**src/cache_defs.svh**
```systemverilog
/* address, data and set geometry shared by the cache subsystem
   include wherever the widths or the set count are needed */
`ifndef CACHE_DEFS_SVH
`define CACHE_DEFS_SVH

// bus widths
`define CACHE_ADDR_W 32
`define CACHE_DATA_W 32

// one byte enable per data byte
`define CACHE_BE_W (`CACHE_DATA_W / 8)

// byte offset bits dropped from word addresses
`define CACHE_OFFSET_W 2

// direct mapped, one word per line
`define CACHE_SETS 16
`define CACHE_INDEX_W 4

// tag is what remains above index and offset
`define CACHE_TAG_W 26

`endif
```
**src/cache_pkg.sv**
```systemverilog
/* shared types for the split L1 caches and their memory arbiter
   referenced by scoped names from each module */
`include "cache_defs.svh"

package cache_pkg;

    typedef logic [`CACHE_DATA_W-1:0]  word_t;
    typedef logic [`CACHE_ADDR_W-1:0]  addr_t;
    typedef logic [`CACHE_TAG_W-1:0]   tag_t;
    typedef logic [`CACHE_INDEX_W-1:0] index_t;
    typedef logic [`CACHE_BE_W-1:0]    byte_en_t;

    // request side of the generic bus, processor or memory
    typedef struct packed {
        addr_t    addr;
        word_t    wdata;
        logic     ren;
        logic     wen;
        byte_en_t byte_en;
    } bus_req_t;

    // busy stays high until the transfer completes
    typedef struct packed {
        word_t rdata;
        logic  busy;
    } bus_rsp_t;

    typedef struct packed {
        logic  valid;
        logic  dirty;
        tag_t  tag;
        word_t data;
    } cache_line_t;

    typedef enum logic [2:0] {
        IDLE,
        WRITEBACK,
        FILL,
        FLUSH_SCAN,
        FLUSH_WB,
        DONE
    } cache_state_t;

endpackage

```
**src/separate_caches.sv**
```systemverilog
/* split L1 cache subsystem, instruction and data caches sharing one memory port
   pipeline drives the cache ports, memory sits behind the arbiter */
`timescale 1ns/10ps

module separate_caches (
    input  logic                CLK,
    input  logic                rst,
    input  cache_pkg::bus_req_t icache_req,
    input  cache_pkg::bus_req_t dcache_req,
    output cache_pkg::bus_rsp_t icache_rsp,
    output cache_pkg::bus_rsp_t dcache_rsp,
    output cache_pkg::bus_req_t mem_req,
    input  cache_pkg::bus_rsp_t mem_rsp,
    input  logic                iflush,
    input  logic                iclear,
    input  logic                dflush,
    input  logic                dclear,
    output logic                iflush_done,
    output logic                iclear_done,
    output logic                dflush_done,
    output logic                dclear_done,
    output logic                icache_miss,
    output logic                dcache_miss
);

    // miss traffic between each cache and the arbiter
    cache_pkg::bus_req_t icache_mem_req;
    cache_pkg::bus_rsp_t icache_mem_rsp;
    cache_pkg::bus_req_t dcache_mem_req;
    cache_pkg::bus_rsp_t dcache_mem_rsp;

    // read-only instruction side
    direct_mapped_cache #(
        .WRITABLE(1'b0)
    ) u_icache (
        .CLK(CLK),
        .rst(rst),
        .proc_req(icache_req),
        .proc_rsp(icache_rsp),
        .mem_req(icache_mem_req),
        .mem_rsp(icache_mem_rsp),
        .flush(iflush),
        .clear(iclear),
        .flush_done(iflush_done),
        .clear_done(iclear_done),
        .cache_miss(icache_miss)
    );

    direct_mapped_cache #(
        .WRITABLE(1'b1)
    ) u_dcache (
        .CLK(CLK),
        .rst(rst),
        .proc_req(dcache_req),
        .proc_rsp(dcache_rsp),
        .mem_req(dcache_mem_req),
        .mem_rsp(dcache_mem_rsp),
        .flush(dflush),
        .clear(dclear),
        .flush_done(dflush_done),
        .clear_done(dclear_done),
        .cache_miss(dcache_miss)
    );

    mem_arbiter u_arbiter (
        .CLK(CLK),
        .rst(rst),
        .icache_req(icache_mem_req),
        .dcache_req(dcache_mem_req),
        .icache_rsp(icache_mem_rsp),
        .dcache_rsp(dcache_mem_rsp),
        .mem_req(mem_req),
        .mem_rsp(mem_rsp)
    );

endmodule

```
**src/mem_arbiter.sv**
```systemverilog
/* shares one memory port between the instruction and data cache miss paths
   data cache wins ties and the grant is held until memory drops busy */
`timescale 1ns/10ps

module mem_arbiter (
    input  logic                CLK,
    input  logic                rst,
    input  cache_pkg::bus_req_t icache_req,
    input  cache_pkg::bus_req_t dcache_req,
    output cache_pkg::bus_rsp_t icache_rsp,
    output cache_pkg::bus_rsp_t dcache_rsp,
    output cache_pkg::bus_req_t mem_req,
    input  cache_pkg::bus_rsp_t mem_rsp
);

    typedef enum logic [1:0] {
        OWN_NONE,
        OWN_ICACHE,
        OWN_DCACHE
    } owner_t;

    owner_t owner;
    owner_t grant;
    logic   ireq_valid;
    logic   dreq_valid;
    logic   grant_i;
    logic   grant_d;

    assign ireq_valid = icache_req.ren || icache_req.wen;
    assign dreq_valid = dcache_req.ren || dcache_req.wen;

    // a locked owner keeps the grant before data cache priority applies
    always_comb begin
        if (owner != OWN_NONE) begin
            grant = owner;
        end else if (dreq_valid) begin
            grant = OWN_DCACHE;
        end else if (ireq_valid) begin
            grant = OWN_ICACHE;
        end else begin
            grant = OWN_NONE;
        end
    end

    assign grant_i = (grant == OWN_ICACHE);
    assign grant_d = (grant == OWN_DCACHE);

    always_comb begin
        mem_req          = '0;
        icache_rsp.rdata = '0;
        icache_rsp.busy  = ireq_valid;
        dcache_rsp.rdata = '0;
        dcache_rsp.busy  = dreq_valid;
        if (grant_d) begin
            mem_req    = dcache_req;
            dcache_rsp = mem_rsp;
        end else if (grant_i) begin
            mem_req    = icache_req;
            icache_rsp = mem_rsp;
        end
    end

    // lock only when the transfer spans more than one cycle
    always_ff @(posedge CLK) begin
        if (rst) begin
            owner <= OWN_NONE;
        end else if (owner == OWN_NONE) begin
            if ((grant != OWN_NONE) && mem_rsp.busy) begin
                owner <= grant;
            end
        end else if (!mem_rsp.busy) begin
            owner <= OWN_NONE;
        end
    end

    // a transfer in progress never hands the port to the other cache
    a_single_grant: assert property (@(posedge CLK) disable iff (rst)
        (grant != OWN_NONE) && mem_rsp.busy |=> grant == $past(grant))
        else $error("memory port grant moved to the other cache during a transfer");

endmodule

```
**src/direct_mapped_cache.sv**
```systemverilog
/* direct mapped write-back L1 cache, one word per line, with flush and clear
   WRITABLE=1 gives the data cache, WRITABLE=0 the read-only instruction cache */
`timescale 1ns/10ps
`include "cache_defs.svh"

module direct_mapped_cache #(
    parameter bit WRITABLE = 1'b1
) (
    input  logic                CLK,
    input  logic                rst,
    input  cache_pkg::bus_req_t proc_req,
    output cache_pkg::bus_rsp_t proc_rsp,
    output cache_pkg::bus_req_t mem_req,
    input  cache_pkg::bus_rsp_t mem_rsp,
    input  logic                flush,
    input  logic                clear,
    output logic                flush_done,
    output logic                clear_done,
    output logic                cache_miss
);

    localparam cache_pkg::index_t LAST_SET = cache_pkg::index_t'(`CACHE_SETS - 1);

    cache_pkg::cache_line_t  lines [`CACHE_SETS];
    cache_pkg::cache_state_t state;
    cache_pkg::cache_state_t next_state;
    cache_pkg::index_t       req_idx;
    cache_pkg::tag_t         req_tag;
    cache_pkg::index_t       flush_idx;
    cache_pkg::cache_line_t  req_line;
    cache_pkg::cache_line_t  flush_line;
    cache_pkg::word_t        merged;
    logic                    flush_op;
    logic                    req_valid;
    logic                    hit;

    // address splits into tag, index and byte offset
    assign req_idx   = proc_req.addr[`CACHE_OFFSET_W +: `CACHE_INDEX_W];
    assign req_tag   = proc_req.addr[`CACHE_ADDR_W-1 -: `CACHE_TAG_W];
    assign req_valid = proc_req.ren || proc_req.wen;

    assign req_line   = lines[req_idx];
    assign flush_line = lines[flush_idx];
    assign hit        = req_line.valid && (req_line.tag == req_tag);

    // store data merged into the resident word
    always_comb begin
        merged = req_line.data;
        for (int b = 0; b < `CACHE_BE_W; b++) begin
            if (proc_req.byte_en[b]) begin
                merged[8*b +: 8] = proc_req.wdata[8*b +: 8];
            end
        end
    end

    always_comb begin
        next_state = state;
        case (state)
            cache_pkg::IDLE: begin
                if (clear) begin
                    next_state = cache_pkg::DONE;
                end else if (flush) begin
                    next_state = cache_pkg::FLUSH_SCAN;
                end else if (req_valid && !hit) begin
                    // dirty victim goes out before the fill
                    if (req_line.valid && req_line.dirty) begin
                        next_state = cache_pkg::WRITEBACK;
                    end else begin
                        next_state = cache_pkg::FILL;
                    end
                end
            end
            cache_pkg::WRITEBACK: begin
                if (!mem_rsp.busy) begin
                    next_state = cache_pkg::FILL;
                end
            end
            cache_pkg::FILL: begin
                // request is served as a hit on return to idle
                if (!mem_rsp.busy) begin
                    next_state = cache_pkg::IDLE;
                end
            end
            cache_pkg::FLUSH_SCAN: begin
                if (flush_line.valid && flush_line.dirty) begin
                    next_state = cache_pkg::FLUSH_WB;
                end else if (flush_idx == LAST_SET) begin
                    next_state = cache_pkg::DONE;
                end
            end
            cache_pkg::FLUSH_WB: begin
                if (!mem_rsp.busy) begin
                    if (flush_idx == LAST_SET) begin
                        next_state = cache_pkg::DONE;
                    end else begin
                        next_state = cache_pkg::FLUSH_SCAN;
                    end
                end
            end
            default: begin
                next_state = cache_pkg::IDLE;
            end
        endcase
    end

    // memory side request
    always_comb begin
        mem_req = '0;
        case (state)
            cache_pkg::WRITEBACK: begin
                mem_req.addr    = {req_line.tag, req_idx, {`CACHE_OFFSET_W{1'b0}}};
                mem_req.wdata   = req_line.data;
                mem_req.wen     = 1'b1;
                mem_req.byte_en = '1;
            end
            cache_pkg::FILL: begin
                mem_req.addr    = {req_tag, req_idx, {`CACHE_OFFSET_W{1'b0}}};
                mem_req.ren     = 1'b1;
                mem_req.byte_en = '1;
            end
            cache_pkg::FLUSH_WB: begin
                mem_req.addr    = {flush_line.tag, flush_idx, {`CACHE_OFFSET_W{1'b0}}};
                mem_req.wdata   = flush_line.data;
                mem_req.wen     = 1'b1;
                mem_req.byte_en = '1;
            end
            default: begin
                mem_req = '0;
            end
        endcase
    end

    // hits answer in the request cycle
    assign proc_rsp.rdata = req_line.data;
    assign proc_rsp.busy  = req_valid && !((state == cache_pkg::IDLE) && hit);

    assign cache_miss = ((state == cache_pkg::IDLE) && req_valid && !hit)
                     || (state == cache_pkg::WRITEBACK)
                     || (state == cache_pkg::FILL);

    assign flush_done = (state == cache_pkg::DONE) && flush_op;
    assign clear_done = (state == cache_pkg::DONE) && !flush_op;

    always_ff @(posedge CLK) begin
        if (rst) begin
            state     <= cache_pkg::IDLE;
            flush_idx <= '0;
            flush_op  <= 1'b0;
            for (int i = 0; i < `CACHE_SETS; i++) begin
                lines[i].valid <= 1'b0;
                lines[i].dirty <= 1'b0;
            end
        end else begin
            state <= next_state;
            case (state)
                cache_pkg::IDLE: begin
                    if (clear) begin
                        flush_op <= 1'b0;
                        for (int i = 0; i < `CACHE_SETS; i++) begin
                            lines[i].valid <= 1'b0;
                            lines[i].dirty <= 1'b0;
                        end
                    end else if (flush) begin
                        flush_op  <= 1'b1;
                        flush_idx <= '0;
                    end else if (WRITABLE && proc_req.wen && hit) begin
                        lines[req_idx].data  <= merged;
                        lines[req_idx].dirty <= 1'b1;
                    end
                end
                cache_pkg::FILL: begin
                    if (!mem_rsp.busy) begin
                        lines[req_idx].valid <= 1'b1;
                        lines[req_idx].dirty <= 1'b0;
                        lines[req_idx].tag   <= req_tag;
                        lines[req_idx].data  <= mem_rsp.rdata;
                    end
                end
                cache_pkg::FLUSH_SCAN: begin
                    // clean or empty set is dropped and the walk moves on
                    if (!(flush_line.valid && flush_line.dirty)) begin
                        lines[flush_idx].valid <= 1'b0;
                        flush_idx              <= flush_idx + 1'b1;
                    end
                end
                cache_pkg::FLUSH_WB: begin
                    if (!mem_rsp.busy) begin
                        lines[flush_idx].valid <= 1'b0;
                        lines[flush_idx].dirty <= 1'b0;
                        flush_idx              <= flush_idx + 1'b1;
                    end
                end
                default: begin
                    flush_idx <= flush_idx;
                end
            endcase
        end
    end

    a_no_write_readonly: assert property (@(posedge CLK) disable iff (rst)
        (WRITABLE != 1'b0) || !proc_req.wen)
        else $error("write request on read-only cache");

    // memory transfer keeps its address and data until busy drops
    a_mem_req_stable: assert property (@(posedge CLK) disable iff (rst)
        (mem_req.ren || mem_req.wen) && mem_rsp.busy |=> $stable(mem_req))
        else $error("memory request changed while busy");

    // requester must hold its request until it completes
    a_req_stable: assert property (@(posedge CLK) disable iff (rst)
        req_valid && proc_rsp.busy |=> $stable(proc_req))
        else $error("processor request changed while busy");

endmodule

```
**config.mk**
```make
export PLATFORM = sky130hd
export DESIGN_NAME = separate_caches
export DESIGN_NICKNAME = d
export VERILOG_FILES = /design/src/cache_pkg.sv /design/src/separate_caches.sv /design/src/mem_arbiter.sv /design/src/direct_mapped_cache.sv
export VERILOG_INCLUDE_DIRS = /design/src
export SDC_FILE = /design/constraint.sdc
export NUM_CORES = 2
export LEC_CHECK = 0
export ABC_AREA = 0
export BUFFER_PORTS_ARGS = -buffer_cell sky130_fd_sc_hd__buf_4
export CAP_MARGIN = 0
export CORE_MARGIN = 8
export CORE_UTILIZATION = 35
export CTS_CLUSTER_DIAMETER = 60
export DETAILED_ROUTE_END_ITERATION = 8
export PLACE_DENSITY_LB_ADDON = 0.3
export SLEW_MARGIN = 10
export SYNTH_ARGS = -nofsm -noshare
export SYNTH_HDL_FRONTEND = slang
export SYNTH_SLANG_ARGS = --single-unit
```
**constraint.sdc**
```tcl
create_clock -name CLK -period 6.4 [get_ports CLK]
set_clock_uncertainty 0.05 [all_clocks]
set_input_delay 0.32 -clock CLK [delete_from_list [all_inputs] [get_ports CLK]]
set_output_delay 0.32 -clock CLK [all_outputs]
set_load 0.02 [all_outputs]
```
==> insert_results.sql <==
INSERT INTO impl_metrics (metric_group, metric, value, unit) VALUES
('status', 'run_status', 'completed', ''),
('clocking', 'post_cts.repair.setup_buffers', '0', ''),
('global_routing', 'globalRouteTotalUtil', '20.5', '%'),
('sta', 'layout_min_cycle_time', '5470', 'ps'),
('routing', 'drcViolationCount', '0', ''),
('finish', 'fill_cells', '23300', ''),
('finish', 'most_frequent_cells_in_the_layout', 'sky130_fd_sc_hd__edfxtp_1, sky130_fd_sc_hd__mux4_2, sky130_fd_sc_hd__buf_4, sky130_fd_sc_hd__clkbuf_16, sky130_fd_sc_hd__mux2i_1', ''),
('routing', 'drt-wirelength-per-cell', '34.0', 'um'),
('synthesis', 'ys.flop_type', 'sky130_fd_sc_hd__edfxtp_1', ''),
('finish', 'regArea', '57700', 'um2'),
('routing', 'totalWireLength', '298000', 'um'),
('setup_path', 'cp.required', '6030', 'ps'),
('pwr', 'peak_vdd_ir', '0.235', 'mV'),
('sta', 'maxSlewViolCount', '0', ''),
('pwr', 'total_power', '36.4', 'mW'),
('clocking', 'cts_sinks', '1930', ''),
('floorplan', 'io_pins', '321', ''),
('clocking', 'htree_num_levels', '4', ''),
('synthesis', 'synth.lib_cells_used.distinct', '83', ''),
('synthesis', 'async_reset_ff_share', '0', '%'),
('placement', 'port_buffers', '278', ''),
('clocking', 'ctsRootBufferMaster', 'sky130_fd_sc_hd__clkbuf_16', ''),
('finish', 'flow.area_growth_from_synthesis', '14.7', '%'),
('setup_path', 'crit_type', 'reg -> out', ''),
('synthesis', 'synth_edf_count', '1904', ''),
('sta', 'final_hold_viol_count', '0', ''),
('global_routing', 'first_pass_grt_wire_length', '420000', 'um'),
('global_routing', 'antenna_found_initial', '26', ''),
('clocking', 'cts_tree', 'yes', ''),
('routing', 'postRouteAntennaNets', '0', ''),
('floorplan', 'die_h', '532', 'um'),
('synthesis', 'post_synthesis_register_bit_count', '1930', ''),
('placement', 'dp.final_hpwl', '183000', 'um'),
('global_routing', 'grt_pass1_vias', '54400', ''),
('synthesis', 'avgSynthCellArea', '19.4', 'um2'),
('synthesis', 'yosys.area.top_type_share', '61.4', '%'),
('clocking', 'post_cts_clock_slew_at_the_launch_and_capture_registers_of_the_worst_setup_and_hold_paths', '60', 'ps'),
('routing', 'detailed_route_iter0_violations', '5859', ''),
('floorplan', 'die_w', '532', 'um'),
('finish', 'layout.cells.most_common', 'sky130_fd_sc_hd__edfxtp_1', ''),
('synthesis', 'seq_area_frac_synth', '61.9', '%'),
('routing', 'via_per_instance_ratio', '6.03', ''),
('pwr', 'power_density', '341', 'nW/um2'),
('synthesis', 'mappedNetlistArea', '93200', 'um2'),
('sta', 'timing.fmax', '183', 'MHz'),
('sta', 'relSlewSlack', '14.5', '%'),
('pwr', 'power.share.switching', '30.9', '%'),
('sta', 'tightestPinTransition', '1280', 'ps'),
('floorplan', 'placement_rows', '189', ''),
('floorplan', 'design.core.area', '265000', 'um2'),
('synthesis', 'netlist_top_cells_area', 'sky130_fd_sc_hd__edfxtp_1, sky130_fd_sc_hd__mux4_2, sky130_fd_sc_hd__mux2i_1', ''),
('placement', 'place.detailed.instances', '8387', ''),
('clocking', 'tritoncts.num_buffers', '196', ''),
('finish', 'final_std_cell_area_no_fill', '107000', 'um2'),
('floorplan', 'die_area', '283000', 'um2'),
('clocking', 'postCtsHoldBufs', '24', ''),
('sta', 'timing.final.ws_setup', '929', 'ps'),
('sta', 'totalNegativeSetupSlack', '0', 'ps'),
('finish', 'finished_core_util', '40.3', '%'),
('min_path', 'hold_class', 'in -> reg', ''),
('sta', 'grt_setup_unrepaired', 'false', ''),
('placement', 'postPlaceCellArea', '100000', 'um2'),
('setup_path', 'worstSetupStartpointType', 'register', ''),
('global_routing', 'total_grt_overflow', '0', ''),
('clocking', 'max-clock-path-buffers', '3', ''),
('clocking', 'count_of_cells_resized_by_post_cts_repair', '0', ''),
('synthesis', 'ys_warn_count', '0', ''),
('pwr', 'clock_power_share', '31.9', '%'),
('placement', 'gp_congestion', '0.843', ''),
('sta', 'timing.final.setup_violations', '0', ''),
('routing', 'detailroute.via_count', '53000', '');
## registers in the layout, summed over array words and instances (netlist names), named ones only
| signal | count |
|---|---|
| u_icache.lines | 944 |
| u_icache.flush_op | 1 |
| u_icache.flush_idx | 4 |
| u_icache.state | 3 |
| u_dcache.state | 3 |
| u_arbiter.owner | 2 |
| u_dcache.flush_op | 1 |
| u_dcache.flush_idx | 4 |
| u_dcache.lines | 960 |
## metal layers
layer	vias to the layer above	global-route usage, %	routed length [um]
li1	21300	-	-
met1	28900	26.6	117000
met2	2328	34.3	148000
met3	503	4.07	21600
met4	22	7.73	11800
met5	-	0	185
## power groups by stage
stage	clock network (mW)	registers (mW)	logic, mW
finish	11.6	15.3	9.46
detailed placement	0	15.6	9.50
global route	12.2	15.3	9.96
global placement	0	15.6	9.40
CTS	11.8	15.3	9.53
floorplan	0	15.3	5.97
## cell type report
class	instances	share of cell area, %
antenna	9	0.0211
clock buffer	234	4.75
clock inverter	130	1.28
inverter	19	0.0668
multi-input combinational	2452	31.8
sequential	1930	54.0
tap	3533	4.14
timing repair buffer	477	3.92
## Yosys cell counts (3+ instances only)
cell type	number
sky130_fd_sc_hd__a21oi_1	85
sky130_fd_sc_hd__and2_1	91
sky130_fd_sc_hd__nor4_1	11
sky130_fd_sc_hd__mux2_2	32
sky130_fd_sc_hd__nor3b_1	4
sky130_fd_sc_hd__buf_2	128
sky130_fd_sc_hd__o31ai_1	35
sky130_fd_sc_hd__a32oi_1	6
sky130_fd_sc_hd__a31oi_1	27
sky130_fd_sc_hd__buf_12	4
sky130_fd_sc_hd__nor2_1	192
sky130_fd_sc_hd__o2bb2ai_1	3
sky130_fd_sc_hd__nand3_1	23
sky130_fd_sc_hd__dfxtp_1	26
sky130_fd_sc_hd__nand2b_1	18
sky130_fd_sc_hd__nor2b_1	31
sky130_fd_sc_hd__inv_1	18
sky130_fd_sc_hd__and3_1	12
sky130_fd_sc_hd__nand4_1	6
sky130_fd_sc_hd__a21oi_2	11
sky130_fd_sc_hd__o22ai_1	77
sky130_fd_sc_hd__o21ai_0	70
sky130_fd_sc_hd__mux2i_1	172
sky130_fd_sc_hd__a22o_1	3
sky130_fd_sc_hd__buf_1	49
sky130_fd_sc_hd__a211oi_1	7
sky130_fd_sc_hd__o21a_1	3
sky130_fd_sc_hd__nor3_1	25
sky130_fd_sc_hd__o2111ai_1	4
sky130_fd_sc_hd__edfxtp_1	1904
sky130_fd_sc_hd__xor2_1	21
sky130_fd_sc_hd__a221oi_2	5
sky130_fd_sc_hd__o31a_1	3
sky130_fd_sc_hd__a22oi_1	164
sky130_fd_sc_hd__a21o_1	6
sky130_fd_sc_hd__buf_6	17
sky130_fd_sc_hd__nand2_1	117
sky130_fd_sc_hd__o21ai_1	7
sky130_fd_sc_hd__xnor2_1	43
sky130_fd_sc_hd__mux4_2	1078
sky130_fd_sc_hd__mux4_1	5
sky130_fd_sc_hd__o2111a_1	3
sky130_fd_sc_hd__or3_1	4
sky130_fd_sc_hd__buf_4	21
sky130_fd_sc_hd__clkbuf_1	181
## worst max-delay path, cell delays in order, from the launching register on
cell,delay [ps]
sky130_fd_sc_hd__dfxtp_4,430
sky130_fd_sc_hd__buf_4,630
sky130_fd_sc_hd__buf_12,540
sky130_fd_sc_hd__mux4_2,600
sky130_fd_sc_hd__mux4_2,480
sky130_fd_sc_hd__a22oi_1,600
sky130_fd_sc_hd__o22ai_1,340
sky130_fd_sc_hd__buf_4,270
## final timing paths
kind                                        from                                to  slack (ps)  depth (start not counted)
setup reg to reg  u_dcache.state[2]$_SDFFE_PP0P_  u_icache.lines[10][16]$_DFFE_PP_        1130                          9
hold / removal                    icache_req[57]  u_icache.lines[12][45]$_DFFE_PP_          80                          3
setup / recovery                        register                       mem_req[21]         930                          7
hold reg to reg   u_icache.flush_op$_SDFFE_PP0P_    u_icache.flush_op$_SDFFE_PP0P_         470                          2
## kinds of logic after synthesis
group / Yosys count / share of synthesized area [%]
flip-flops: 1930 / 61.9
multiplexers: 1289 / 28.5
AND/OR/NAND/NOR: 550 / 2.83
AO/OA/AOI/OAI: 545 / 3.98
buffers and inverters: 422 / 2.19
XOR/XNOR: 64 / 0.601
adder cells (fa/ha/maj): 2 / 0.0268
other: 1 / 0.00402
Power figures use the tool's default switching activity.
